## config.mk

```make
export PLATFORM = sky130hd
export DESIGN_NAME = sd_read_para_top
export DESIGN_NICKNAME = d
export VERILOG_FILES = /design/src/hw/sd_load_pkg.sv /design/src/hw/sd_rd_if.sv /design/src/hw/sd_spi_reader.sv /design/src/hw/sd_read_model.sv /design/src/hw/burst_write_fifo.sv /design/src/hw/sd_read_para_top.sv
export VERILOG_INCLUDE_DIRS = /design/src /design/src/include
export SDC_FILE = /design/constraint.sdc
export NUM_CORES = 2
export LEC_CHECK = 0
export BUFFER_PORTS_ARGS = -buffer_cell sky130_fd_sc_hd__buf_2
export CORE_ASPECT_RATIO = 0.75
export CORE_MARGIN = 2
export CORE_UTILIZATION = 45
export CTS_BUF_LIST = sky130_fd_sc_hd__clkbuf_8
export DETAILED_ROUTE_END_ITERATION = 7
export SLEW_MARGIN = 5
export SYNTH_ARGS = -nofsm -noshare
export SYNTH_HDL_FRONTEND = slang
export SYNTH_SLANG_ARGS = --single-unit
export TNS_END_PERCENT = 1
```

## constraint.sdc

```tcl
create_clock -name sys_clk -period 5.95 [get_ports sys_clk]
set_clock_uncertainty 0.1 [all_clocks]
set_input_delay 0.2975 -clock sys_clk [delete_from_list [all_inputs] [get_ports sys_clk]]
set_output_delay 0.2975 -clock sys_clk [all_outputs]
set_load 0.02 [all_outputs]
```

## src/include/sd_load_defines.svh

```systemverilog
`ifndef SD_LOAD_DEFINES_SVH
`define SD_LOAD_DEFINES_SVH

// sd card sector geometry
`define SD_SECTOR_WORDS 256              // 512 bytes packed into 16-bit words

// load job
`define SD_SEC_NUM      3                // sectors read per load
`define SD_START_SEC    32'h0000_0100    // first sector address
`define SD_MAX_WORDS    700              // words kept, rest of last sector dropped

// memory side
`define SD_BURST_LEN    16               // words per memory burst
`define SD_FIFO_DEPTH   32               // two bursts of buffering
`define SD_ADDR_W       24               // memory word address width

// SD_MAX_WORDS must not exceed SD_SEC_NUM * SD_SECTOR_WORDS,
// otherwise flush comes with fewer words than expected
// and SD_FIFO_DEPTH has to stay a power of two

`endif

```

## src/hw/sd_load_pkg.sv

```systemverilog
`default_nettype none

package sd_load_pkg;

    // sd command index, only single block read is issued
    typedef enum logic [5:0] {
        CMD_READ_SINGLE = 6'd17
    } sd_cmd_e;

    typedef enum logic [2:0] {
        SPI_IDLE,                       // cs high, waiting for a request
        SPI_CMD,                        // shifting out the 6 command bytes
        SPI_R1,                         // polling for r1 = 0x00
        SPI_TOKEN,                      // polling for start token 0xfe
        SPI_DATA,                       // 512 data bytes
        SPI_CRC,                        // two crc bytes, discarded
        SPI_GAP                         // one idle byte before releasing cs
    } spi_state_e;

    typedef enum logic [1:0] {
        LD_IDLE,
        LD_REQ,
        LD_WAIT,
        LD_DONE
    } load_state_e;

    typedef enum logic {
        BW_IDLE,
        BW_BURST
    } bw_state_e;

endpackage

`default_nettype wire

```

## src/hw/sd_rd_if.sv

```systemverilog
`timescale 1ns/1ps
`default_nettype none

interface sd_rd_if;

    logic        rd_start;              // one cycle pulse, starts a sector read
    logic [31:0] rd_sec_addr;           // sector address
    logic        rd_busy;               // reader working
    logic        rd_val_en;             // word valid
    logic [15:0] rd_val_data;           // word, first byte in the msbs
    logic        rd_ready;              // loader can take the word

    modport loader (
        output rd_start,
        output rd_sec_addr,
        output rd_ready,
        input  rd_busy,
        input  rd_val_en,
        input  rd_val_data
    );

    modport reader (
        input  rd_start,
        input  rd_sec_addr,
        input  rd_ready,
        output rd_busy,
        output rd_val_en,
        output rd_val_data
    );

endinterface

`default_nettype wire

```

## src/hw/sd_spi_reader.sv

```systemverilog
`timescale 1ns/1ps
`default_nettype none
`include "sd_load_defines.svh"

module sd_spi_reader (
    input  wire         sys_clk,
    input  wire         rst_n,
    sd_rd_if.reader     rd,
    input  wire         sd_miso,
    output logic        sd_clk,             // idles low in spi mode 0
    output logic        sd_cs,
    output logic        sd_mosi
);

    localparam logic [9:0] DATA_LAST = 10'(`SD_SECTOR_WORDS * 2 - 1);

    sd_load_pkg::spi_state_e state;
    logic [2:0]  bit_cnt;
    logic [7:0]  shift_sr;                  // tx out of the msb while rx enters at the lsb
    logic [7:0]  hi_byte;                   // first byte of the current word
    logic [47:0] cmd_sr;
    logic [9:0]  byte_cnt;
    logic        sh_on;                     // a byte is on the wire
    logic        busy;
    logic        val_en;
    logic [15:0] val_data;
    logic        byte_ok;
    logic        byte_end;
    logic        launch;
    logic [7:0]  tx_byte;
    logic [7:0]  rx_byte;

    assign rd.rd_busy     = busy;
    assign rd.rd_val_en   = val_en;
    assign rd.rd_val_data = val_data;

    // spi clock stays low while a word waits
    assign byte_ok  = !val_en || rd.rd_ready;
    assign launch   = (state != sd_load_pkg::SPI_IDLE) && !sh_on && byte_ok;
    assign byte_end = sh_on && sd_clk && (bit_cnt == 3'd7);
    assign tx_byte  = (state == sd_load_pkg::SPI_CMD) ? cmd_sr[47:40] : 8'hFF;
    assign rx_byte  = {shift_sr[6:0], sd_miso};

    // bit engine with two sys_clk cycles per spi bit
    always_ff @(posedge sys_clk or negedge rst_n) begin
        if (!rst_n) begin
            sh_on    <= 1'b0;
            sd_clk   <= 1'b0;
            bit_cnt  <= 3'd0;
            shift_sr <= 8'hFF;
            sd_mosi  <= 1'b1;
        end else if (launch) begin
            sh_on    <= 1'b1;
            bit_cnt  <= 3'd0;
            shift_sr <= tx_byte;
            sd_mosi  <= tx_byte[7];             // msb set up before first rising edge
        end else if (sh_on) begin
            if (!sd_clk) begin
                sd_clk <= 1'b1;                 // card samples mosi
            end else begin
                sd_clk   <= 1'b0;               // miso captured and mosi moves on
                shift_sr <= rx_byte;
                bit_cnt  <= bit_cnt + 3'd1;
                sd_mosi  <= (bit_cnt == 3'd7) ? 1'b1 : shift_sr[6];
                if (bit_cnt == 3'd7)
                    sh_on <= 1'b0;
            end
        end
    end

    always_ff @(posedge sys_clk or negedge rst_n) begin
        if (!rst_n) begin
            state    <= sd_load_pkg::SPI_IDLE;
            busy     <= 1'b0;
            sd_cs    <= 1'b1;
            byte_cnt <= 10'd0;
            val_en   <= 1'b0;
        end else begin
            if (val_en && rd.rd_ready)
                val_en <= 1'b0;
            case (state)
                sd_load_pkg::SPI_IDLE: begin
                    if (rd.rd_start) begin
                        busy     <= 1'b1;
                        sd_cs    <= 1'b0;
                        byte_cnt <= 10'd0;
                        state    <= sd_load_pkg::SPI_CMD;
                    end
                end
                sd_load_pkg::SPI_CMD: begin
                    if (byte_end) begin
                        byte_cnt <= (byte_cnt == 10'd5) ? 10'd0 : byte_cnt + 10'd1;
                        if (byte_cnt == 10'd5)
                            state <= sd_load_pkg::SPI_R1;
                    end
                end
                sd_load_pkg::SPI_R1: begin
                    if (byte_end && rx_byte == 8'h00)
                        state <= sd_load_pkg::SPI_TOKEN;
                end
                sd_load_pkg::SPI_TOKEN: begin
                    if (byte_end && rx_byte == 8'hFE)
                        state <= sd_load_pkg::SPI_DATA;
                end
                sd_load_pkg::SPI_DATA: begin
                    if (byte_end) begin
                        if (byte_cnt[0])
                            val_en <= 1'b1;     // second byte completes the word
                        byte_cnt <= (byte_cnt == DATA_LAST) ? 10'd0 : byte_cnt + 10'd1;
                        if (byte_cnt == DATA_LAST)
                            state <= sd_load_pkg::SPI_CRC;
                    end
                end
                sd_load_pkg::SPI_CRC: begin
                    if (byte_end) begin
                        byte_cnt <= (byte_cnt == 10'd1) ? 10'd0 : byte_cnt + 10'd1;
                        if (byte_cnt == 10'd1)
                            state <= sd_load_pkg::SPI_GAP;
                    end
                end
                sd_load_pkg::SPI_GAP: begin
                    if (byte_end) begin
                        busy  <= 1'b0;
                        sd_cs <= 1'b1;
                        state <= sd_load_pkg::SPI_IDLE;
                    end
                end
                default: state <= sd_load_pkg::SPI_IDLE;
            endcase
        end
    end

    // command frame and word assembly
    always_ff @(posedge sys_clk) begin
        if (state == sd_load_pkg::SPI_IDLE && rd.rd_start)
            cmd_sr <= {2'b01, sd_load_pkg::CMD_READ_SINGLE, rd.rd_sec_addr, 8'h01};
        else if (launch && state == sd_load_pkg::SPI_CMD)
            cmd_sr <= {cmd_sr[39:0], 8'hFF};
        if (state == sd_load_pkg::SPI_DATA && byte_end) begin
            if (!byte_cnt[0])
                hi_byte <= rx_byte;
            else
                val_data <= {hi_byte, rx_byte};
        end
    end

    // a byte only moves inside a busy period with the card selected
    a_cs_busy: assert property (@(posedge sys_clk) disable iff (!rst_n)
        sh_on |-> (busy && !sd_cs));

    a_val_hold: assert property (@(posedge sys_clk) disable iff (!rst_n)
        (val_en && !rd.rd_ready) |=> (val_en && $stable(val_data)));

endmodule

`default_nettype wire

```

## src/hw/sd_read_model.sv

```systemverilog
`timescale 1ns/1ps
`default_nettype none
`include "sd_load_defines.svh"

module sd_read_model (
    input  wire                      sys_clk,
    input  wire                      rst_n,
    sd_rd_if.loader                  rd,
    output logic                     wr_valid,
    input  wire                      wr_ready,
    output logic [`SD_ADDR_W-1:0]    wr_addr,
    output logic [15:0]              wr_data,
    output logic                     flush
);

    sd_load_pkg::load_state_e  state;
    logic [15:0]               sec_cnt;
    logic [31:0]               sec_addr;
    logic [`SD_ADDR_W-1:0]     kept_cnt;    // next memory word address
    logic                      keep;
    logic                      take;

    assign keep = (kept_cnt < `SD_MAX_WORDS);

    // past the kept count words are taken and dropped
    assign rd.rd_ready    = !keep || !wr_valid || wr_ready;
    assign rd.rd_start    = (state == sd_load_pkg::LD_REQ) && !rd.rd_busy;
    assign rd.rd_sec_addr = sec_addr;
    assign take           = rd.rd_val_en && rd.rd_ready;
    assign flush          = (state == sd_load_pkg::LD_DONE) && !wr_valid;

    always_ff @(posedge sys_clk or negedge rst_n) begin
        if (!rst_n) begin
            state    <= sd_load_pkg::LD_IDLE;
            sec_cnt  <= 16'd0;
            sec_addr <= 32'd0;
            kept_cnt <= '0;
            wr_valid <= 1'b0;
        end else begin
            if (wr_valid && wr_ready)
                wr_valid <= 1'b0;
            if (take && keep) begin
                wr_valid <= 1'b1;
                kept_cnt <= kept_cnt + 1'b1;
            end
            case (state)
                sd_load_pkg::LD_IDLE: begin
                    sec_cnt  <= 16'd0;
                    sec_addr <= `SD_START_SEC;
                    state    <= sd_load_pkg::LD_REQ;
                end
                sd_load_pkg::LD_REQ: begin
                    if (!rd.rd_busy)
                        state <= sd_load_pkg::LD_WAIT;  // rd_start goes out this cycle
                end
                sd_load_pkg::LD_WAIT: begin
                    // busy is already up on the first wait cycle
                    if (!rd.rd_busy) begin
                        if (sec_cnt == 16'(`SD_SEC_NUM - 1)) begin
                            state <= sd_load_pkg::LD_DONE;
                        end else begin
                            sec_cnt  <= sec_cnt + 16'd1;
                            sec_addr <= sec_addr + 32'd1;
                            state    <= sd_load_pkg::LD_REQ;
                        end
                    end
                end
                sd_load_pkg::LD_DONE: state <= sd_load_pkg::LD_DONE;
                default: state <= sd_load_pkg::LD_IDLE;
            endcase
        end
    end

    // word stage towards the writer
    always_ff @(posedge sys_clk) begin
        if (take && keep) begin
            wr_addr <= kept_cnt;
            wr_data <= rd.rd_val_data;
        end
    end

    // all sectors together deliver exactly the kept words before flush
    a_flush_count: assert property (@(posedge sys_clk) disable iff (!rst_n)
        flush |-> (kept_cnt == `SD_MAX_WORDS));

endmodule

`default_nettype wire

```

## src/hw/burst_write_fifo.sv

```systemverilog
`timescale 1ns/1ps
`default_nettype none
`include "sd_load_defines.svh"

module burst_write_fifo (
    input  wire                      sys_clk,
    input  wire                      rst_n,
    input  wire                      wr_valid,
    output logic                     wr_ready,
    input  wire [`SD_ADDR_W-1:0]     wr_addr,
    input  wire [15:0]               wr_data,
    input  wire                      flush,
    output logic                     mem_wr_valid,
    input  wire                      mem_wr_ready,
    output logic [`SD_ADDR_W-1:0]    mem_wr_addr,
    output logic [15:0]              mem_wr_data,
    output logic                     mem_wr_last,
    output logic                     load_done
);

    localparam int PTR_W = $clog2(`SD_FIFO_DEPTH);
    localparam int CNT_W = $clog2(`SD_FIFO_DEPTH + 1);

    sd_load_pkg::bw_state_e    state;
    logic [`SD_ADDR_W-1:0]     addr_mem [`SD_FIFO_DEPTH];
    logic [15:0]               data_mem [`SD_FIFO_DEPTH];
    logic [PTR_W-1:0]          wr_ptr;
    logic [PTR_W-1:0]          rd_ptr;
    logic [CNT_W-1:0]          count;       // occupancy
    logic [CNT_W-1:0]          beat_cnt;
    logic [CNT_W-1:0]          burst_len;   // full burst or the flush remainder
    logic                      push;
    logic                      pop;
    logic                      start;

    assign wr_ready = (count != CNT_W'(`SD_FIFO_DEPTH));
    assign push     = wr_valid && wr_ready;
    assign pop      = mem_wr_valid && mem_wr_ready;

    // short burst only for the tail after flush
    assign start = (state == sd_load_pkg::BW_IDLE) &&
                   ((count >= CNT_W'(`SD_BURST_LEN)) || (flush && count != '0));

    assign mem_wr_valid = (state == sd_load_pkg::BW_BURST);
    assign mem_wr_addr  = addr_mem[rd_ptr];     // show-ahead read
    assign mem_wr_data  = data_mem[rd_ptr];
    assign mem_wr_last  = mem_wr_valid && (beat_cnt == burst_len - 1'b1);

    always_ff @(posedge sys_clk) begin
        if (push) begin
            addr_mem[wr_ptr] <= wr_addr;
            data_mem[wr_ptr] <= wr_data;
        end
    end

    always_ff @(posedge sys_clk or negedge rst_n) begin
        if (!rst_n) begin
            state     <= sd_load_pkg::BW_IDLE;
            wr_ptr    <= '0;
            rd_ptr    <= '0;
            count     <= '0;
            beat_cnt  <= '0;
            burst_len <= '0;
            load_done <= 1'b0;
        end else begin
            if (push)
                wr_ptr <= wr_ptr + 1'b1;        // wraps at the power-of-two depth
            if (pop)
                rd_ptr <= rd_ptr + 1'b1;
            case ({push, pop})
                2'b10:   count <= count + 1'b1;
                2'b01:   count <= count - 1'b1;
                default: count <= count;
            endcase
            case (state)
                sd_load_pkg::BW_IDLE: begin
                    if (start) begin
                        beat_cnt  <= '0;
                        burst_len <= (count >= CNT_W'(`SD_BURST_LEN)) ?
                                     CNT_W'(`SD_BURST_LEN) : count;
                        state     <= sd_load_pkg::BW_BURST;
                    end
                end
                sd_load_pkg::BW_BURST: begin
                    if (pop) begin
                        if (mem_wr_last)
                            state <= sd_load_pkg::BW_IDLE;
                        else
                            beat_cnt <= beat_cnt + 1'b1;
                    end
                end
                default: state <= sd_load_pkg::BW_IDLE;
            endcase
            if (flush && count == '0 && state == sd_load_pkg::BW_IDLE)
                load_done <= 1'b1;              // sticky
        end
    end

    // a word refused while full is offered again unchanged
    a_full_hold: assert property (@(posedge sys_clk) disable iff (!rst_n)
        (wr_valid && !wr_ready) |=> (wr_valid && $stable(wr_addr) && $stable(wr_data)));

    a_no_pop_empty: assert property (@(posedge sys_clk) disable iff (!rst_n)
        mem_wr_valid |-> (count != '0));

endmodule

`default_nettype wire

```

## src/hw/sd_read_para_top.sv

```systemverilog
`timescale 1ns/1ps
`default_nettype none
`include "sd_load_defines.svh"

module sd_read_para_top (
    input  wire                      sys_clk,       // system clock
    input  wire                      rst_n,
    // sd card, spi mode
    input  wire                      sd_miso,
    output wire                      sd_clk,
    output wire                      sd_cs,
    output wire                      sd_mosi,
    // memory write port
    output wire                      mem_wr_valid,
    input  wire                      mem_wr_ready,
    output wire [`SD_ADDR_W-1:0]     mem_wr_addr,
    output wire [15:0]               mem_wr_data,
    output wire                      mem_wr_last,
    output wire                      load_done      // parameter block is in memory
);

    wire                    wr_valid;
    wire                    wr_ready;
    wire [`SD_ADDR_W-1:0]   wr_addr;
    wire [15:0]             wr_data;
    wire                    flush;

    sd_rd_if rd_bus ();

    sd_spi_reader u_sd_spi_reader (
        .sys_clk      (sys_clk),
        .rst_n        (rst_n),
        .rd           (rd_bus.reader),
        .sd_miso      (sd_miso),
        .sd_clk       (sd_clk),
        .sd_cs        (sd_cs),
        .sd_mosi      (sd_mosi)
    );

    sd_read_model u_sd_read_model (
        .sys_clk      (sys_clk),
        .rst_n        (rst_n),
        .rd           (rd_bus.loader),
        .wr_valid     (wr_valid),
        .wr_ready     (wr_ready),
        .wr_addr      (wr_addr),
        .wr_data      (wr_data),
        .flush        (flush)
    );

    burst_write_fifo u_burst_write_fifo (
        .sys_clk      (sys_clk),
        .rst_n        (rst_n),
        .wr_valid     (wr_valid),
        .wr_ready     (wr_ready),
        .wr_addr      (wr_addr),
        .wr_data      (wr_data),
        .flush        (flush),
        .mem_wr_valid (mem_wr_valid),
        .mem_wr_ready (mem_wr_ready),
        .mem_wr_addr  (mem_wr_addr),
        .mem_wr_data  (mem_wr_data),
        .mem_wr_last  (mem_wr_last),
        .load_done    (load_done)
    );

endmodule

`default_nettype wire

```

==> flow_metrics.py <==
metrics = {
    "synthesis": {
        "synth_compound_area_frac": 0.0205,
        "synth.avg_cell_area_sq_um": 21.6,
        "synth-edff-count": 1376,
        "yosys.area_share.xor_xnor": 0.00698,
        "synth.net_count": 2759,
        "netlist_area_pre_place_sq_um": 58900,
        "ys_ff_latch": 1519,
        "synth-simple-area-share": 0.0310,
        "syn-instance-count": 2734,
        "synth-seq-area-share": 0.761,
        "main_combinational_cell_family_by_area_after_synthesis": "multiplexers",
        "yosys.area_share.adder": 0.00458,
        "yosys_most_used_dff": "sky130_fd_sc_hd__edfxtp_1",
        "yosys-mux-area-fraction": 0.164,
        "ys_async_rst_share": 0.0882,
        "yosysUniqueCellTypes": 62,
        "synthesis.yosys.warnings": 0,
    },
    "min_path": {
        "min-delay-path-class": "primary input to flop",
        "holdPathEnd": "u_burst_write_fifo.mem_wr_valid",
        "hold-path-cell-count": 5,
        "startpoint_of_the_lowest_slack_hold_path": "mem_wr_ready",
    },
    "timing": {
        "count_of_pins_over_their_slew_limit": 0,
        "timing.final.setup_violations": 0,
        "slew-limit-headroom": 0.0987,
        "rsz_0062_raised_after_global_routing": "false",
        "final-hold-violation-count": 0,
        "setup_slack_ns": 1.45,
        "maxClockFrequency_mhz": 222,
        "final.min_clock_period_ns": 4.50,
        "final.setup.tns_ns": 0,
        "max_slew.worst_pin.slew_ns": 1.35,
        "finalCritPeriodShare": 0.756,
        "finalHoldWorstSlack_ns": 0.196,
    },
    "clocking": {
        "cts_tree": "done",
        "cts_num_sinks": 1519,
        "clkSlewWorstSetupHoldPaths_ns": 0.06,
        "clockBufferDepth": 3,
        "clock_latency_ns": 0.94,
        "cts_max_level": 4,
        "tritoncts.num_buffers": 222,
        "postCtsResizedCells": 0,
        "clock-root-buffer": "sky130_fd_sc_hd__clkbuf_8",
    },
    "final_layout": {
        "design.final.nets": 2963,
        "fin_cells": 4875,
        "final_core_util": 0.511,
        "layout-drive-gt1-share": 0.292,
        "fillerInstances": 10200,
        "final_common_cell": "sky130_fd_sc_hd__edfxtp_1",
        "fin_area_sq_um": 66000,
        "syn_to_final_growth_pct": 12.0,
        "layout_common_cells": "sky130_fd_sc_hd__edfxtp_1 (1376), sky130_fd_sc_hd__mux4_2 (400), sky130_fd_sc_hd__clkbuf_8 (229)",
    },
    "power_and_ir_drop": {
        "cellPowerDensity_nw_per_um2": 370,
        "peakVddDrop_uv": 334,
        "leakage_nw": 18.1,
        "finalPower_mw": 24.4,
    },
    "die": {
        "rows": 114,
        "fp.dieArea_sq_um": 134000,
        "design.core.area_sq_um": 129000,
        "dieHeight_um": 317,
        "die_x_um": 422,
        "design.portCount": 50,
        "initial_core_util": 0.456,
    },
    "worst_setup_path": {
        "timing.critical_path.to_type": "output port",
        "cp.required_ns": 5.55,
        "critPathKind": "flop to output port",
        "worstPathMaxFanout": 66,
        "timing.critical_path.from_type": "flop",
        "worst-endpoint-arrival_ns": 4.10,
        "r2r-start": "u_burst_write_fifo.count[5]",
        "reg2regPathDepth": 5,
        "r2r-end": "u_burst_write_fifo.addr_mem[3][13]",
        "worst-r2r-setup-slack_ns": 1.88,
    },
    "global_routing": {
        "grt_antenna_before_repair": 4,
        "grt.met1_usage": 0.322,
        "grt.met3_usage": 0.0394,
        "top_usage_layer": "met2",
        "overflow": 0,
        "vias_in_the_first_global_route": 29700,
        "grt_pass1_wl_um": 210000,
        "use_met2": 0.330,
        "grt_start_max_net_pins": 75,
        "grt_util_all_layers": 0.216,
    },
    "placement": {
        "routabilityCongestion": 0.814,
        "detailedPlace.worstSlack_ns": 1.82,
        "place_inst": 4449,
        "place.port_buffers": 49,
        "dpl-instance-area_sq_um": 61800,
        "hpwlAfterDp_um": 79600,
    },
    "route": {
        "drt-vias-per-instance": 5.94,
        "dr.first_iter.drc_count": 3487,
        "first_pass_iters": 5,
        "routed_wirelength_um": 144000,
        "vias": 29000,
        "route.antenna.remaining_nets": 0,
        "route.detailed.wl_per_inst_um": 29.5,
        "drc": 0,
    },
    "run": {
        "drv.max_cap_violation_count": 0,
    },
    "run_status": {
        "status": "finished clean",
    },
}
power breakdown:
part / leakage, nW / internal (mW) / total (mW) / switching [mW]
Sequential: 11.5 / 11.6 / 12.0 / 0.487
Combinational: 4.22 / 2.18 / 4.45 / 2.27
Clock: 2.44 / 3.90 / 7.95 / 4.05
Total: 18.1 / 17.6 / 24.4 / 6.80
cells by family after synthesis:
group                    Yosys count
AND/OR/NAND/NOR                  342
flip-flops                      1519
adder cells (fa/ha/maj)           21
XOR/XNOR                          47
AO/OA/AOI/OAI                    176
multiplexers                     461
buffers and inverters            168
timing repair:
| item | 4_1_cts | 5_1_grt |
|---|---|---|
| hold buffers | 5 | 0 |
| endpoints found under the hold margin | 70 | 0 |
| buffers inserted | 0 | 0 |
final cells by class:
cell class | instances | area [sq um] | share of cell area
flip-flops and latches | 1519 | 44900 | 0.680
inverters | 20 | 75.1 | 0.00114
clock buffers | 229 | 3150 | 0.0477
repair buffers | 128 | 1040 | 0.0157
multi-input cells | 1047 | 13700 | 0.207
clock inverters | 190 | 1040 | 0.0157
well taps | 1740 | 2180 | 0.0330
diodes | 2 | 5.00 | 0.0000758
routing by layer:
layer  vias to the layer above  routed length (um)
li1                      11900                   -
met5                         -                   0
met3                       233               10500
met4                         0                3130
met1                     15600               62700
met2                      1282               67600
synth_stat cells, types with 3 or more instances:
| cell type | instances | share of area |
|---|---|---|
| sky130_fd_sc_hd__clkbuf_1 | 97 | 0.0062 |
| sky130_fd_sc_hd__and4_1 | 5 | 0.00074 |
| sky130_fd_sc_hd__nor4b_1 | 6 | 0.00089 |
| sky130_fd_sc_hd__or3_1 | 17 | 0.0018 |
| sky130_fd_sc_hd__o31ai_1 | 14 | 0.0018 |
| sky130_fd_sc_hd__buf_2 | 36 | 0.0031 |
| sky130_fd_sc_hd__o211ai_1 | 3 | 0.00038 |
| sky130_fd_sc_hd__inv_1 | 19 | 0.0012 |
| sky130_fd_sc_hd__edfxtp_1 | 1376 | 0.70 |
| sky130_fd_sc_hd__ha_1 | 20 | 0.0042 |
| sky130_fd_sc_hd__a22o_1 | 55 | 0.0082 |
| sky130_fd_sc_hd__xor2_1 | 24 | 0.0036 |
| sky130_fd_sc_hd__nor2_1 | 76 | 0.0048 |
| sky130_fd_sc_hd__or2_2 | 4 | 0.00042 |
| sky130_fd_sc_hd__a21oi_1 | 31 | 0.0026 |
| sky130_fd_sc_hd__nand4_1 | 25 | 0.0027 |
| sky130_fd_sc_hd__nor4_1 | 18 | 0.0019 |
| sky130_fd_sc_hd__mux2_2 | 48 | 0.0092 |
| sky130_fd_sc_hd__xnor2_1 | 23 | 0.0034 |
| sky130_fd_sc_hd__nor4_2 | 3 | 0.00064 |
| sky130_fd_sc_hd__or4_1 | 15 | 0.0019 |
| sky130_fd_sc_hd__nor3b_1 | 4 | 0.00051 |
| sky130_fd_sc_hd__a21o_1 | 6 | 0.00076 |
| sky130_fd_sc_hd__and3_1 | 14 | 0.0015 |
| sky130_fd_sc_hd__nand2b_1 | 7 | 0.00074 |
| sky130_fd_sc_hd__nor2b_1 | 12 | 0.0013 |
| sky130_fd_sc_hd__a31o_2 | 3 | 0.00045 |
| sky130_fd_sc_hd__dfstp_2 | 9 | 0.0040 |
| sky130_fd_sc_hd__dfxtp_1 | 9 | 0.0031 |
| sky130_fd_sc_hd__nand3_1 | 33 | 0.0028 |
| sky130_fd_sc_hd__mux2i_1 | 13 | 0.0022 |
| sky130_fd_sc_hd__nor3_1 | 15 | 0.0013 |
| sky130_fd_sc_hd__and2_1 | 8 | 0.00085 |
| sky130_fd_sc_hd__dfrtp_1 | 125 | 0.053 |
| sky130_fd_sc_hd__o21bai_1 | 3 | 0.00038 |
| sky130_fd_sc_hd__buf_1 | 14 | 0.00089 |
| sky130_fd_sc_hd__mux4_2 | 400 | 0.15 |
| sky130_fd_sc_hd__nand2_1 | 69 | 0.0044 |
| sky130_fd_sc_hd__o21ai_0 | 47 | 0.0040 |
worst max-delay path, stage by stage, from the launching register on:
cell and delay (ns):
sky130_fd_sc_hd__dfrtp_4 0.87, sky130_fd_sc_hd__buf_12 0.50, sky130_fd_sc_hd__mux4_2 0.64, sky130_fd_sc_hd__mux4_2 0.55, sky130_fd_sc_hd__mux2_2 0.34, sky130_fd_sc_hd__buf_2 0.17
how the worst max path moves through the flow:
| stage | start | to | slack, ns | depth (start not counted) |
|---|---|---|---|---|
| final | u_burst_write_fifo.rd_ptr[0] | mem_wr_addr[1] | 1.45 | 5 |
| after detailed placement | u_burst_write_fifo.count[5] | u_burst_write_fifo.addr_mem[3][12] | 1.82 | 5 |
| after CTS | u_burst_write_fifo.rd_ptr[0] | mem_wr_addr[1] | 1.27 | 5 |
| after global placement | u_burst_write_fifo.count[5] | u_burst_write_fifo.addr_mem[3][13] | 1.90 | 5 |
| after global routing | u_burst_write_fifo.rd_ptr[0] | mem_wr_data[8] | 1.23 | 5 |
| after floorplan | u_sd_read_model.kept_cnt[2] | u_sd_read_model.kept_cnt[5] | 1.51 | 5 |
flip-flops by register name (all words and copies together) (netlist names), 2 cells and up:
| signal | flops |
|---|---|
| u_sd_read_model.state | 2 |
| u_sd_spi_reader.hi_byte | 8 |
| u_burst_write_fifo.addr_mem | 768 |
| u_burst_write_fifo.data_mem | 512 |
| u_burst_write_fifo.beat_cnt | 6 |
| u_sd_read_model.wr_addr | 24 |
| u_sd_read_model.sec_cnt | 16 |
| u_sd_spi_reader.rd.rd_val_data | 16 |
| u_sd_read_model.wr_data | 16 |
| u_burst_write_fifo.count | 6 |
| u_burst_write_fifo.burst_len | 6 |
| u_sd_spi_reader.shift_sr | 7 |
| u_burst_write_fifo.wr_ptr | 5 |
| u_sd_spi_reader.byte_cnt | 10 |
| u_sd_spi_reader.cmd_sr | 41 |
| u_burst_write_fifo.rd_ptr | 5 |
| u_sd_spi_reader.bit_cnt | 3 |
| u_sd_read_model.rd.rd_sec_addr | 32 |
| u_sd_read_model.kept_cnt | 24 |
| u_sd_spi_reader.state | 3 |
(Power assumes the default switching activity.)
